===== config.mk =====
export PLATFORM = sky130hd
export DESIGN_NAME = noc_axi_slave
export DESIGN_NICKNAME = d
export VERILOG_FILES = /design/src/hdl/noc_axi_pkg.sv /design/src/hdl/axi_ot_if.sv /design/src/hdl/axi_rd_execute.sv /design/src/hdl/axi_req_decode.sv /design/src/hdl/axi_wr_execute.sv /design/src/hdl/noc_axi_slave.sv /design/src/hdl/noc_rx_buffers.sv /design/src/hdl/sync_fifo.sv
export VERILOG_INCLUDE_DIRS = /design/src /design/src/hdl
export SDC_FILE = /design/constraint.sdc
export NUM_CORES = 1
export LEC_CHECK = 0
export ABC_AREA = 1
export BUFFER_PORTS_ARGS = -buffer_cell sky130_fd_sc_hd__buf_4
export CORE_ASPECT_RATIO = 1.25
export CORE_MARGIN = 5
export CORE_UTILIZATION = 50
export CTS_BUF_LIST = sky130_fd_sc_hd__clkbuf_2
export CTS_CLUSTER_SIZE = 30
export DETAILED_ROUTE_END_ITERATION = 16
export PLACE_DENSITY_LB_ADDON = 0.12
export SYNTH_ARGS = -nofsm -noshare
export SYNTH_HDL_FRONTEND = slang
export SYNTH_HIERARCHICAL = 1
export SYNTH_SLANG_ARGS = --single-unit

===== constraint.sdc =====
create_clock -name clk_axi -period 4.5 [get_ports clk_axi]
set_input_delay 0.45 -clock clk_axi [delete_from_list [all_inputs] [get_ports clk_axi]]
set_output_delay 0.45 -clock clk_axi [all_outputs]
set_load 0.01 [all_outputs]

===== src/hdl/noc_axi_params.svh =====
`ifndef NOC_AXI_PARAMS_SVH
`define NOC_AXI_PARAMS_SVH

// ************************************************************
// Bus widths
// ************************************************************
`define NOC_DATA_W    32
`define NOC_ADDR_W    16
`define NOC_ID_W      4
`define NOC_LEN_W     8

// Virtual channels
`define NOC_NUM_VC    2
`define NOC_VC_W      1

// Queue depths
`define NOC_OT_DEPTH  4
`define NOC_RX_DEPTH  8

// ************************************************************
// Address map
// ************************************************************
`define NOC_WR_BASE   16'h1000
`define NOC_RD_BASE   16'h2000
// One word slot per channel, 8 bytes apart
`define NOC_VC_STRIDE 8

`endif


===== src/hdl/noc_axi_pkg.sv =====
`include "noc_axi_params.svh"

package noc_axi_pkg;

  // Address space a request lands in
  // NONE also marks a rejected request
  typedef enum logic [1:0] {
    REGION_NONE,
    REGION_WR_FIFO,
    REGION_RD_FIFO
  } mm_region_e;

  // AXI response codes in use
  typedef enum logic [1:0] {
    RESP_OKAY   = 2'd0,
    RESP_SLVERR = 2'd2
  } axi_resp_e;

  // AXI burst types
  typedef enum logic [1:0] {
    BURST_FIXED,
    BURST_INCR,
    BURST_WRAP
  } axi_burst_e;

  // One queued address request
  typedef struct packed {
    logic [`NOC_ADDR_W-1:0] addr;
    logic [`NOC_LEN_W-1:0]  len;
    logic [`NOC_ID_W-1:0]   id;
    logic [`NOC_VC_W-1:0]   vc;
    mm_region_e             region;
    logic                   error;
  } ot_entry_t;

endpackage


===== src/hdl/axi_ot_if.sv =====
// Head of an outstanding-request queue
interface axi_ot_if
  import noc_axi_pkg::*;
();

  // Queue holds at least one request
  logic      valid;
  // Oldest request, region forced to NONE on error
  ot_entry_t entry;
  // One-cycle pulse, drops the head entry
  logic      pop;

  // Queue side
  modport decode (
    output valid,
    output entry,
    input  pop
  );

  // Consumer side
  modport exec (
    input  valid,
    input  entry,
    output pop
  );

endinterface


===== src/hdl/axi_rd_execute.sv =====
`include "noc_axi_params.svh"

module axi_rd_execute
  import noc_axi_pkg::*;
(
  input  logic                   clk_axi,
  input  logic                   arst_axi,
  input  logic                   rready_i,
  input  logic [`NOC_NUM_VC-1:0] empty_i,
  input  logic [`NOC_DATA_W-1:0] buf_data_i,
  output logic                   rvalid_o,
  output logic [`NOC_DATA_W-1:0] rdata_o,
  output axi_resp_e              rresp_o,
  output logic [`NOC_ID_W-1:0]   rid_o,
  output logic                   rlast_o,
  output logic [`NOC_VC_W-1:0]   rd_vc_o,
  output logic                   rd_pop_o,
  axi_ot_if.exec                 ot_i
);

  ot_entry_t             head;
  logic                  err;
  logic                  r_hs;
  logic                  active_q;
  logic [`NOC_LEN_W-1:0] beat_q;

  assign head = ot_i.entry;

  // Anything outside the read window answers with a single error beat
  assign err = (head.region != REGION_RD_FIFO);

  // Buffer select follows the head request
  assign rd_vc_o = head.vc;

  // ************************************************************
  // R channel
  // ************************************************************
  // Data beats wait on the channel buffer, so latency varies
  assign rvalid_o = active_q && (err || !empty_i[head.vc]);
  assign rdata_o  = err ? '0 : buf_data_i;
  assign rresp_o  = err ? RESP_SLVERR : RESP_OKAY;
  assign rid_o    = head.id;
  assign rlast_o  = rvalid_o && (err || (beat_q == head.len));

  assign r_hs = rvalid_o && rready_i;

  // Consume one flit per accepted data beat
  assign rd_pop_o = r_hs && !err;
  // Last beat retires the request
  assign ot_i.pop = r_hs && rlast_o;

  // Transaction flag and beat counter
  always_ff @(posedge clk_axi or posedge arst_axi) begin
    if (arst_axi) begin
      active_q <= 1'b0;
      beat_q   <= '0;
    end else begin
      if (!active_q) begin
        // Start one cycle after a request reaches the head
        active_q <= ot_i.valid;
        beat_q   <= '0;
      end else if (ot_i.pop) begin
        active_q <= 1'b0;
        beat_q   <= '0;
      end else if (r_hs) begin
        beat_q <= beat_q + 1'b1;
      end
    end
  end

endmodule


===== src/hdl/axi_req_decode.sv =====
`include "noc_axi_params.svh"

module axi_req_decode
  import noc_axi_pkg::*;
#(
  parameter bit IS_READ = 1'b0
) (
  input  logic                   clk_axi,
  input  logic                   arst_axi,
  input  logic                   avalid_i,
  input  logic [`NOC_ADDR_W-1:0] aaddr_i,
  input  logic [`NOC_LEN_W-1:0]  alen_i,
  input  logic [2:0]             asize_i,
  input  logic [1:0]             aburst_i,
  input  logic [`NOC_ID_W-1:0]   aid_i,
  input  logic [`NOC_NUM_VC-1:0] rx_empty_i,
  output logic                   aready_o,
  axi_ot_if.decode               ot_o
);

  // Each side owns one window only
  localparam logic [`NOC_ADDR_W-1:0] BASE     = IS_READ ? `NOC_RD_BASE : `NOC_WR_BASE;
  localparam logic [`NOC_ADDR_W-1:0] STRIDE   = `NOC_ADDR_W'(`NOC_VC_STRIDE);
  localparam logic [`NOC_ADDR_W-1:0] WIN_SIZE = `NOC_ADDR_W'(`NOC_NUM_VC * `NOC_VC_STRIDE);
  localparam mm_region_e             REGION   = IS_READ ? REGION_RD_FIFO : REGION_WR_FIFO;

  logic [`NOC_ADDR_W-1:0] offset;
  logic [`NOC_ADDR_W-1:0] vc_idx;
  logic [`NOC_VC_W-1:0]   req_vc;
  logic                   in_win;
  logic                   buf_empty;
  logic                   req_err;
  logic                   push;
  logic                   q_full;
  logic                   q_empty;
  logic                   rdy_q;
  ot_entry_t              push_entry;
  ot_entry_t              head_entry;

  // ************************************************************
  // Request check
  // ************************************************************
  assign offset = aaddr_i - BASE;
  assign vc_idx = offset / STRIDE;
  assign req_vc = vc_idx[`NOC_VC_W-1:0];
  // Inside the window, on a slot boundary, below the channel count
  assign in_win = (aaddr_i >= BASE) && (offset < WIN_SIZE) && ((offset % STRIDE) == '0);

  // Reads must find a flit waiting in the channel
  assign buf_empty = IS_READ ? rx_empty_i[req_vc] : 1'b0;

  assign req_err = (aburst_i != BURST_INCR) || (asize_i != 3'd2) || !in_win || buf_empty;

  // Illegal requests are queued too, they finish with SLVERR
  assign push = avalid_i && aready_o;

  assign push_entry.addr   = aaddr_i;
  assign push_entry.len    = alen_i;
  assign push_entry.id     = aid_i;
  assign push_entry.vc     = req_vc;
  assign push_entry.region = REGION;
  assign push_entry.error  = req_err;

  // Ready comes up the cycle after reset is released
  always_ff @(posedge clk_axi or posedge arst_axi) begin
    if (arst_axi) begin
      rdy_q <= 1'b0;
    end else begin
      rdy_q <= 1'b1;
    end
  end

  assign aready_o = rdy_q && !q_full;

  // Outstanding request queue
  sync_fifo #(
    .DEPTH (`NOC_OT_DEPTH),
    .WIDTH ($bits(ot_entry_t))
  ) u_ot_fifo (
    .clk_axi  (clk_axi),
    .arst_axi (arst_axi),
    .write_i  (push),
    .read_i   (ot_o.pop),
    .data_i   (push_entry),
    .data_o   (head_entry),
    .full_o   (q_full),
    .empty_o  (q_empty)
  );

  // ************************************************************
  // Head decode
  // ************************************************************
  always_comb begin
    ot_o.entry = head_entry;
    // Executors steer on region alone
    if (head_entry.error) begin
      ot_o.entry.region = REGION_NONE;
    end
  end

  assign ot_o.valid = !q_empty;

endmodule


===== src/hdl/axi_wr_execute.sv =====
`include "noc_axi_params.svh"

module axi_wr_execute
  import noc_axi_pkg::*;
(
  input  logic                   clk_axi,
  input  logic                   arst_axi,
  input  logic                   wvalid_i,
  input  logic [`NOC_DATA_W-1:0] wdata_i,
  input  logic                   wlast_i,
  input  logic                   bready_i,
  input  logic                   pkt_ready_i,
  output logic                   wready_o,
  output logic                   bvalid_o,
  output axi_resp_e              bresp_o,
  output logic [`NOC_ID_W-1:0]   bid_o,
  output logic                   pkt_valid_o,
  output logic [`NOC_VC_W-1:0]   pkt_vc_o,
  output logic                   pkt_head_o,
  output logic                   pkt_last_o,
  output logic [`NOC_LEN_W-1:0]  pkt_len_o,
  output logic [`NOC_DATA_W-1:0] pkt_data_o,
  axi_ot_if.exec                 ot_i
);

  ot_entry_t head;
  logic      is_pkt;
  logic      w_hs;
  logic      head_q;

  assign head = ot_i.entry;

  // Legal burst into the write window, beats become flits
  assign is_pkt = ot_i.valid && (head.region == REGION_WR_FIFO);

  // Error bursts are drained without waiting on the NoC
  assign wready_o = ot_i.valid && !bvalid_o && (is_pkt ? pkt_ready_i : 1'b1);
  assign w_hs     = wvalid_i && wready_o;

  // ************************************************************
  // Packet output
  // ************************************************************
  assign pkt_valid_o = is_pkt && wvalid_i && wready_o;
  assign pkt_vc_o    = head.vc;
  assign pkt_head_o  = head_q;
  assign pkt_last_o  = wlast_i;
  assign pkt_len_o   = head.len;
  assign pkt_data_o  = wdata_i;

  // Set again after each last beat, so the next burst opens a packet
  always_ff @(posedge clk_axi or posedge arst_axi) begin
    if (arst_axi) begin
      head_q <= 1'b1;
    end else if (w_hs) begin
      head_q <= wlast_i;
    end
  end

  // Burst done, drop the request
  assign ot_i.pop = w_hs && wlast_i;

  // ************************************************************
  // B channel
  // ************************************************************
  always_ff @(posedge clk_axi or posedge arst_axi) begin
    if (arst_axi) begin
      bvalid_o <= 1'b0;
    end else if (ot_i.pop) begin
      bvalid_o <= 1'b1;
    end else if (bready_i) begin
      bvalid_o <= 1'b0;
    end
  end

  // Response payload captured with the last beat
  always_ff @(posedge clk_axi) begin
    if (ot_i.pop) begin
      bresp_o <= head.error ? RESP_SLVERR : RESP_OKAY;
      bid_o   <= head.id;
    end
  end

endmodule


===== src/hdl/noc_axi_slave.sv =====
`include "noc_axi_params.svh"

module noc_axi_slave (
  input  logic                   clk_axi,
  input  logic                   arst_axi,
  // Write address
  input  logic                   awvalid_i,
  input  logic [`NOC_ADDR_W-1:0] awaddr_i,
  input  logic [`NOC_LEN_W-1:0]  awlen_i,
  input  logic [2:0]             awsize_i,
  input  logic [1:0]             awburst_i,
  input  logic [`NOC_ID_W-1:0]   awid_i,
  output logic                   awready_o,
  // Write data
  input  logic                   wvalid_i,
  input  logic [`NOC_DATA_W-1:0] wdata_i,
  input  logic                   wlast_i,
  output logic                   wready_o,
  // Write response
  input  logic                   bready_i,
  output logic                   bvalid_o,
  output logic [1:0]             bresp_o,
  output logic [`NOC_ID_W-1:0]   bid_o,
  // Read address
  input  logic                   arvalid_i,
  input  logic [`NOC_ADDR_W-1:0] araddr_i,
  input  logic [`NOC_LEN_W-1:0]  arlen_i,
  input  logic [2:0]             arsize_i,
  input  logic [1:0]             arburst_i,
  input  logic [`NOC_ID_W-1:0]   arid_i,
  output logic                   arready_o,
  // Read data
  input  logic                   rready_i,
  output logic                   rvalid_o,
  output logic [`NOC_DATA_W-1:0] rdata_o,
  output logic [1:0]             rresp_o,
  output logic [`NOC_ID_W-1:0]   rid_o,
  output logic                   rlast_o,
  // Packet out toward the NoC
  input  logic                   pkt_ready_i,
  output logic                   pkt_valid_o,
  output logic [`NOC_VC_W-1:0]   pkt_vc_o,
  output logic                   pkt_head_o,
  output logic                   pkt_last_o,
  output logic [`NOC_LEN_W-1:0]  pkt_len_o,
  output logic [`NOC_DATA_W-1:0] pkt_data_o,
  // Flits in from the NoC
  input  logic                   rx_valid_i,
  input  logic [`NOC_VC_W-1:0]   rx_vc_i,
  input  logic [`NOC_DATA_W-1:0] rx_data_i,
  output logic                   rx_ready_o
);

  logic [`NOC_NUM_VC-1:0] rx_empty;
  logic [`NOC_VC_W-1:0]   rd_vc;
  logic [`NOC_DATA_W-1:0] rd_data;
  logic                   rd_pop;

  axi_ot_if wr_ot ();
  axi_ot_if rd_ot ();

  // ************************************************************
  // Write path
  // ************************************************************
  axi_req_decode #(.IS_READ(1'b0)) u_wr_decode (
    .clk_axi (clk_axi), .arst_axi (arst_axi), .avalid_i (awvalid_i), .aaddr_i (awaddr_i),
    .alen_i (awlen_i), .asize_i (awsize_i), .aburst_i (awburst_i), .aid_i (awid_i),
    .rx_empty_i ('0), .aready_o (awready_o), .ot_o (wr_ot)
  );

  axi_wr_execute u_wr_execute (
    .clk_axi (clk_axi), .arst_axi (arst_axi), .wvalid_i (wvalid_i), .wdata_i (wdata_i),
    .wlast_i (wlast_i), .bready_i (bready_i), .pkt_ready_i (pkt_ready_i),
    .wready_o (wready_o), .bvalid_o (bvalid_o), .bresp_o (bresp_o), .bid_o (bid_o),
    .pkt_valid_o (pkt_valid_o), .pkt_vc_o (pkt_vc_o), .pkt_head_o (pkt_head_o),
    .pkt_last_o (pkt_last_o), .pkt_len_o (pkt_len_o), .pkt_data_o (pkt_data_o),
    .ot_i (wr_ot)
  );

  // ************************************************************
  // Read path
  // ************************************************************
  axi_req_decode #(.IS_READ(1'b1)) u_rd_decode (
    .clk_axi (clk_axi), .arst_axi (arst_axi), .avalid_i (arvalid_i), .aaddr_i (araddr_i),
    .alen_i (arlen_i), .asize_i (arsize_i), .aburst_i (arburst_i), .aid_i (arid_i),
    .rx_empty_i (rx_empty), .aready_o (arready_o), .ot_o (rd_ot)
  );

  axi_rd_execute u_rd_execute (
    .clk_axi (clk_axi), .arst_axi (arst_axi), .rready_i (rready_i), .empty_i (rx_empty),
    .buf_data_i (rd_data), .rvalid_o (rvalid_o), .rdata_o (rdata_o), .rresp_o (rresp_o),
    .rid_o (rid_o), .rlast_o (rlast_o), .rd_vc_o (rd_vc), .rd_pop_o (rd_pop),
    .ot_i (rd_ot)
  );

  // Flits from the NoC, one queue per channel
  noc_rx_buffers u_rx_buffers (
    .clk_axi (clk_axi), .arst_axi (arst_axi), .rx_valid_i (rx_valid_i), .rx_vc_i (rx_vc_i),
    .rx_data_i (rx_data_i), .rd_vc_i (rd_vc), .rd_pop_i (rd_pop), .rx_ready_o (rx_ready_o),
    .empty_o (rx_empty), .rd_data_o (rd_data)
  );

endmodule


===== src/hdl/noc_rx_buffers.sv =====
`include "noc_axi_params.svh"

module noc_rx_buffers (
  input  logic                   clk_axi,
  input  logic                   arst_axi,
  input  logic                   rx_valid_i,
  input  logic [`NOC_VC_W-1:0]   rx_vc_i,
  input  logic [`NOC_DATA_W-1:0] rx_data_i,
  input  logic [`NOC_VC_W-1:0]   rd_vc_i,
  input  logic                   rd_pop_i,
  output logic                   rx_ready_o,
  output logic [`NOC_NUM_VC-1:0] empty_o,
  output logic [`NOC_DATA_W-1:0] rd_data_o
);

  logic [`NOC_NUM_VC-1:0] full;
  logic [`NOC_NUM_VC-1:0] wr_en;
  logic [`NOC_NUM_VC-1:0] rd_en;
  logic [`NOC_DATA_W-1:0] head_data [`NOC_NUM_VC];

  // Flow control toward the NoC per addressed channel
  assign rx_ready_o = !full[rx_vc_i];

  // ************************************************************
  // One FIFO per virtual channel
  // ************************************************************
  for (genvar v = 0; v < `NOC_NUM_VC; v++) begin : gen_vc
    // Incoming flit steered by its channel tag
    assign wr_en[v] = rx_valid_i && (rx_vc_i == `NOC_VC_W'(v)) && !full[v];
    // Read side pops only the selected channel
    assign rd_en[v] = rd_pop_i && (rd_vc_i == `NOC_VC_W'(v));

    sync_fifo #(
      .DEPTH (`NOC_RX_DEPTH),
      .WIDTH (`NOC_DATA_W)
    ) u_vc_fifo (
      .clk_axi  (clk_axi),
      .arst_axi (arst_axi),
      .write_i  (wr_en[v]),
      .read_i   (rd_en[v]),
      .data_i   (rx_data_i),
      .data_o   (head_data[v]),
      .full_o   (full[v]),
      .empty_o  (empty_o[v])
    );
  end

  // Head of the selected channel
  assign rd_data_o = head_data[rd_vc_i];

endmodule


===== src/hdl/sync_fifo.sv =====
module sync_fifo #(
  parameter int DEPTH = 4,
  parameter int WIDTH = 32
) (
  input  logic             clk_axi,
  input  logic             arst_axi,
  input  logic             write_i,
  input  logic             read_i,
  input  logic [WIDTH-1:0] data_i,
  output logic [WIDTH-1:0] data_o,
  output logic             full_o,
  output logic             empty_o
);

  localparam int PTR_W = (DEPTH > 1) ? $clog2(DEPTH) : 1;
  localparam int CNT_W = $clog2(DEPTH + 1);

  logic [WIDTH-1:0] mem [DEPTH];
  logic [PTR_W-1:0] wr_ptr;
  logic [PTR_W-1:0] rd_ptr;
  logic [CNT_W-1:0] count;
  logic             do_wr;
  logic             do_rd;

  // Overflow and underflow are simply ignored
  assign do_wr = write_i && !full_o;
  assign do_rd = read_i && !empty_o;

  assign full_o  = (count == CNT_W'(DEPTH));
  assign empty_o = (count == '0);

  // Head word is always visible, read only advances it
  assign data_o = mem[rd_ptr];

  // Storage array
  always_ff @(posedge clk_axi) begin
    if (do_wr) begin
      mem[wr_ptr] <= data_i;
    end
  end

  // Pointers and fill level
  always_ff @(posedge clk_axi or posedge arst_axi) begin
    if (arst_axi) begin
      wr_ptr <= '0;
      rd_ptr <= '0;
      count  <= '0;
    end else begin
      if (do_wr) begin
        wr_ptr <= (wr_ptr == PTR_W'(DEPTH - 1)) ? '0 : wr_ptr + 1'b1;
      end
      if (do_rd) begin
        rd_ptr <= (rd_ptr == PTR_W'(DEPTH - 1)) ? '0 : rd_ptr + 1'b1;
      end
      // Fill level only moves when exactly one side is active
      if (do_wr && !do_rd) begin
        count <= count + 1'b1;
      end else if (do_rd && !do_wr) begin
        count <= count - 1'b1;
      end
    end
  end

endmodule


* After elaboration in Yosys (flattened, before gate mapping)
Memories as Yosys holds them, arrays and structs flattened. Cells that the tools add are included.
Storage, ports and cells: bits in registers 52, RAM bits 752, input port bits 141, output and inout bits 95, logic and storage cells 201, memories kept 4
Operators by class: add/subtract/negate cells 19, magnitude comparators 8, equal/unequal tests 20, mux-type cells 46, bitwise gates (word level) 3, reduce and logical (&&, ||, !) cells 82
Memory list:
- u_rx_buffers.gen_vc[0].u_vc_fifo.mem | depth 8, width 32, read ports 1, clocked after Yosys merged registers in 0, write ports 1, RTL line sync_fifo.sv:18 | logic [WIDTH-1:0] mem [DEPTH];
- u_rx_buffers.gen_vc[1].u_vc_fifo.mem | depth 8, width 32, read ports 1, clocked after Yosys merged registers in 0, write ports 1, RTL line sync_fifo.sv:18
- u_rd_decode.u_ot_fifo.mem | depth 4, width 30, read ports 1, clocked after Yosys merged registers in 0, write ports 1, RTL line sync_fifo.sv:18
- u_wr_decode.u_ot_fifo.mem | depth 4, width 30, read ports 1, clocked after Yosys merged registers in 0, write ports 1, RTL line sync_fifo.sv:18
Operators with widths (number):
- $mux 32 | 4
- $logic_and 1x1->1 | 42
- $logic_not 16->1 | 2
- $lt 16x5->1 const B | 2
- $mux 3 | 8
- $mux 8 | 3
- $logic_not 1->1 | 22
- $mux 1 | 19
- $add 3x1->3 const B | 6
- $eq 3x3->1 const B | 6
- $ge 16x13->1 const B | 1
- $ge 16x14->1 const B | 1
- $mux 2 | 8
- $mux 4 | 4
- $sub 16x13->16 const B | 1
- $sub 16x14->16 const B | 1
- $reduce_bool 2->1 | 5
- $ne 3x2->1 const B | 3
- $add 2x1->2 const B | 4
- $add 4x1->4 const B | 2
- $add 8x1->8 const B | 1
- $eq 2x2->1 const B | 4
- $eq 4x4->1 const B | 2
- $eq 8x8->1 | 1
- 12 further kinds | 26

* Depth between registers and ports, before layout
depth after elaboration 13, mapped depth 26, depth with buffers taken out 25

* Modules after synthesis
The synthesis kept the hierarchy.
Modules (own cells, without submodules):
- sync_fifo at u_rx_buffers.gen_vc[0].u_vc_fifo | times used 1, cells each 1194, area an instance 11648.7 µm²
- sync_fifo at u_rd_decode.u_ot_fifo ... | times used 2, cells each 435, area an instance 5497.8 µm²
- sync_fifo at u_rx_buffers.gen_vc[1].u_vc_fifo | times used 1, cells each 940, area an instance 10837.9 µm²
- axi_rd_execute | times used 1, cells each 218, area an instance 1114.8 µm²
- axi_wr_execute | times used 1, cells each 69, area an instance 634.4 µm²
- noc_rx_buffers | times used 1, cells each 118, area an instance 526.8 µm²
- axi_req_decode at u_rd_decode | times used 1, cells each 58, area an instance 251.5 µm²
- axi_req_decode at u_wr_decode | times used 1, cells each 32, area an instance 147.6 µm²
- noc_axi_slave | times used 1, cells each 1, area an instance 3.8 µm²

* Worst setup path after synthesis
OpenSTA, ideal clock, no wires.
kind reg2reg, from register u_rx_buffers.gen_vc[0].u_vc_fifo.count[0], to memory u_rx_buffers.gen_vc[0].u_vc_fifo.mem[6][0], enable pin, arrival time 3.153 ns, data required time 4.039 ns, setup slack 0.885 ns, cell stages (with the launch flop) 8, path buffers 1, period minus slack after synthesis 3.615 ns, path through dfrtp_1 -> nor2_1 -> nand3_1 -> inv_1 -> nor2_1 -> nand2_1 -> buf_2 -> nor3_1
On the way: longest elaborated chain between the ends 6
RTL lines:
- from (decl) | RTL line sync_fifo.sv:21 | logic [CNT_W-1:0] count;
- from (signal assigned) | RTL line sync_fifo.sv:57 | count <= count + 1'b1;
- from (signal assigned) | RTL line sync_fifo.sv:59 | count <= count - 1'b1;
- $eq 4x4->1 | RTL line sync_fifo.sv:29 | assign full_o = (count == CNT_W'(DEPTH));
- via u_rx_buffers.full[0] | RTL line noc_rx_buffers.sv:16 | logic [`NOC_NUM_VC-1:0] full;
- $logic_not 1->1 | RTL line noc_rx_buffers.sv:29 | assign wr_en[v] = rx_valid_i && (rx_vc_i == `NOC_VC_W'(v)) && !full[v];
- $logic_and 1x1->1 | RTL line noc_rx_buffers.sv:29
- via u_rx_buffers.wr_en[0] | RTL line noc_rx_buffers.sv:17 | logic [`NOC_NUM_VC-1:0] wr_en;
- $logic_and 1x1->1 | RTL line sync_fifo.sv:26 | assign do_wr = write_i && !full_o;
- $mux 1 | RTL line sync_fifo.sv:37 | if (do_wr) begin
- $mux 1 (implied by the code) | RTL line sync_fifo.sv:38 | mem[wr_ptr] <= data_i;
- to (decl) | RTL line sync_fifo.sv:18
The timed path passes the listed nets, and every way through them passes these cells.

==> results.json <==
{
  "status": "completed",
  "postRouteAntennaNets": 0,
  "first_global_vias": 21800,
  "pwr-share-clk_pct": 20.0,
  "fin_worst_skew_ps": 67.9,
  "leakage_nw": 15.6,
  "worstSetupStartpointType": "flop",
  "cts.htree.levels": 4,
  "maxSlewHeadroom_pct": 38.1,
  "finalSetupTns_ps": 0,
  "root_buffer": "clkbuf_2",
  "dpl_worst_slack_ps": 1030,
  "overflow": 0,
  "hold_depth": 8,
  "maxCapViolCount": 0,
  "critPathMaxStageDelay_ps": 660,
  "synth_warnings": 6,
  "netlist_area_sq_um": 31200,
  "worst_path_most_repeated_cell": "nand2_1",
  "power_density_nw_per_um2": 550,
  "drtIter0Drc": 1494,
  "antenna_found_initial": 3,
  "required_ps": 4050,
  "final_cell_mix": "nand2_1 (1131), edfxtp_1 (645), nor2_1 (420)",
  "combPwrFrac_pct": 38.6,
  "wl_per_cell_um": 16.9,
  "netlist_instances": 3141,
  "row_count": 102,
  "ff2ff_path_depth": 19,
  "clkTransAtPathRegs_ps": 100,
  "layout_commonest_cell": "nand2_1",
  "cts.path.max_buffers": 3,
  "drc": 0,
  "setup_slack_ps": 357,
  "core_sq_um": 61900,
  "fin_cells": 4466,
  "grt_max_degree": 108,
  "cts_buffers": 166,
  "min_path_type": "primary input to flop",
  "portBuffers": 169,
  "totalPowerFinal_mw": 19.8,
  "post-route-period-util_pct": 92.1,
  "dieArea_sq_um": 67500,
  "criticalPathCategory": "flop to output port",
  "hpwl_mm": 42.9,
  "power.switching_mw": 8.00,
  "globalplace.congestion": 0.793,
  "die_h_um": 289,
  "fin_util_pct": 58.0,
  "path_cells": "nand2_1, o211ai_1, nand2_2, buf_6, clkinv_8, nand2_1, nand2_1, inv_1, nor2_1, buf_4",
  "num_io_pins": 236,
  "dp_cells": 4017,
  "seqPwrFrac_pct": 41.5,
  "critPathSlowestCell": "dfrtp_4",
  "cp.arrival_ps": 3690,
  "fp.dieW_um": 233,
  "hold_violations": 0,
  "num-fill-cells": 5452,
  "setup_violations": 0,
  "start_util_pct": 50.4,
  "drt_wl_total_mm": 75.5,
  "crit_path_end_kind": "output port",
  "vdd_drop_max_uv": 328,
  "intPower_mw": 11.8,
  "layout.nets": 3676,
  "tightestPinTransition_ps": 926,
  "crit_path_max_fanout": 43,
  "viasPerCell": 4.93,
  "grt_pass1_wl_mm": 116,
  "num_vias": 22000,
  "fin_crit_ps": 4140,
  "grtUsageTotal_pct": 22.3,
  "finalMaxSlewViolations": 0,
  "cts_sinks": 692,
  "fmax_ghz": 0.241,
  "cts_tree": "done",
  "first_pass_iters": 5,
  "syn2layout_area_growth_pct": 15.1,
  "clock_latency_ps": 1330,
  "switching_share_pct": 40.5,
  "drive_gt1_share_pct": 14.9,
  "avgSynthCellArea_sq_um": 9.93
}
## power by group through the flow
stage | registers (mW) | clock network (mW) | logic (mW)
global route | 8.26 | 4.47 | 8.61
CTS | 8.21 | 4.11 | 7.59
floorplan | 8.07 | 0 | 5.62
detailed placement | 8.35 | 0 | 7.44
global placement | 8.32 | 0 | 7.28
finish | 8.19 | 3.94 | 7.62
## state kept, by name, indices dropped and copies added (netlist names)
name,flops
u_rd_decode/rdy_q,1
u_rd_decode/u_ot_fifo/count,3
u_rd_decode/u_ot_fifo/mem,64
u_rd_decode/u_ot_fifo/rd_ptr,2
u_rd_decode/u_ot_fifo/wr_ptr,2
u_rd_execute/active_q,1
u_rd_execute/beat_q,8
u_rx_buffers/gen_vc.u_vc_fifo/count,8
u_rx_buffers/gen_vc.u_vc_fifo/mem,512
u_rx_buffers/gen_vc.u_vc_fifo/rd_ptr,6
u_rx_buffers/gen_vc.u_vc_fifo/wr_ptr,6
u_wr_decode/rdy_q,1
u_wr_decode/u_ot_fifo/count,3
u_wr_decode/u_ot_fifo/mem,64
u_wr_decode/u_ot_fifo/rd_ptr,2
u_wr_decode/u_ot_fifo/wr_ptr,2
u_wr_execute/bid_o,4
u_wr_execute/bresp_o,1
u_wr_execute/bvalid_o,1
u_wr_execute/pkt_head_o,1
## layout make-up
type / count / area (sq um) / area share [%]
Inverter: 362 / 1380 / 3.84
Multi-Input combinational cell: 1906 / 8210 / 22.9
Timing Repair Buffer: 375 / 3250 / 9.04
Clock buffer: 237 / 1190 / 3.30
Tap cell: 832 / 1040 / 2.90
Sequential cell: 692 / 20600 / 57.3
Clock inverter: 55 / 270 / 0.752
Antenna cell: 7 / 17.5 / 0.0488
## repair_timing
action,4_1_cts,5_1_grt
gates cloned,0,0
resized for setup,5,9
hold buffers,149,0
endpoints found under the setup margin,28,25
hold endpoints to repair,844,0
setup buffers,0,1
## metal layers
layer,vias to the layer above,global-route usage [%],share of wire (%)
met4,0,7.30,2.3
met5,-,0,0
met1,10400,26.9,40
li1,10800,-,-
met2,656,39.4,51
met3,136,5.39,6.5
## worst paths after layout
| check | start | end | slack [ps] |
|---|---|---|---|
| max | u_rd_decode/u_ot_fifo/rd_ptr[0]$_DFFE_PP0P_ | rdata_o[21] | 360 |
| min | araddr_i[10] | u_rd_decode/u_ot_fifo/mem[2][0]$_DFFE_PP_ | 280 |
| max reg2reg | u_wr_decode/u_ot_fifo/rd_ptr[0]$_DFFE_PP0P_ | u_wr_decode/u_ot_fifo/count[2]$_DFFE_PP0P_ | 590 |
| min reg2reg | u_wr_decode/u_ot_fifo/count[2]$_DFFE_PP0P_ | u_wr_decode/u_ot_fifo/count[2]$_DFFE_PP0P_ | 530 |
| max in group asynchronous | arst_axi | u_rx_buffers/gen_vc[1].u_vc_fifo/rd_ptr[0]$_DFFE_PP0P_ | 3600 |
| min in group asynchronous | arst_axi | u_wr_decode/rdy_q$_DFF_PP0_ | 350 |
## metrics by stage
step	area [sq um]	hold slack (ps)
floorplan	31300	179
global placement	32900	384
detailed placement	32900	385
CTS	35900	76.5
global route	35900	124
finish	35900	284
## critical path, delay by kind of cell, from the launching register on
family / cells / cell delay [ps]
AO/OA/AOI/OAI: 1 / 110
buffers and inverters: 4 / 1020
flip-flops: 1 / 660
AND/OR/NAND/NOR: 5 / 540
No activity file was read; power rests on OpenSTA's default activity.
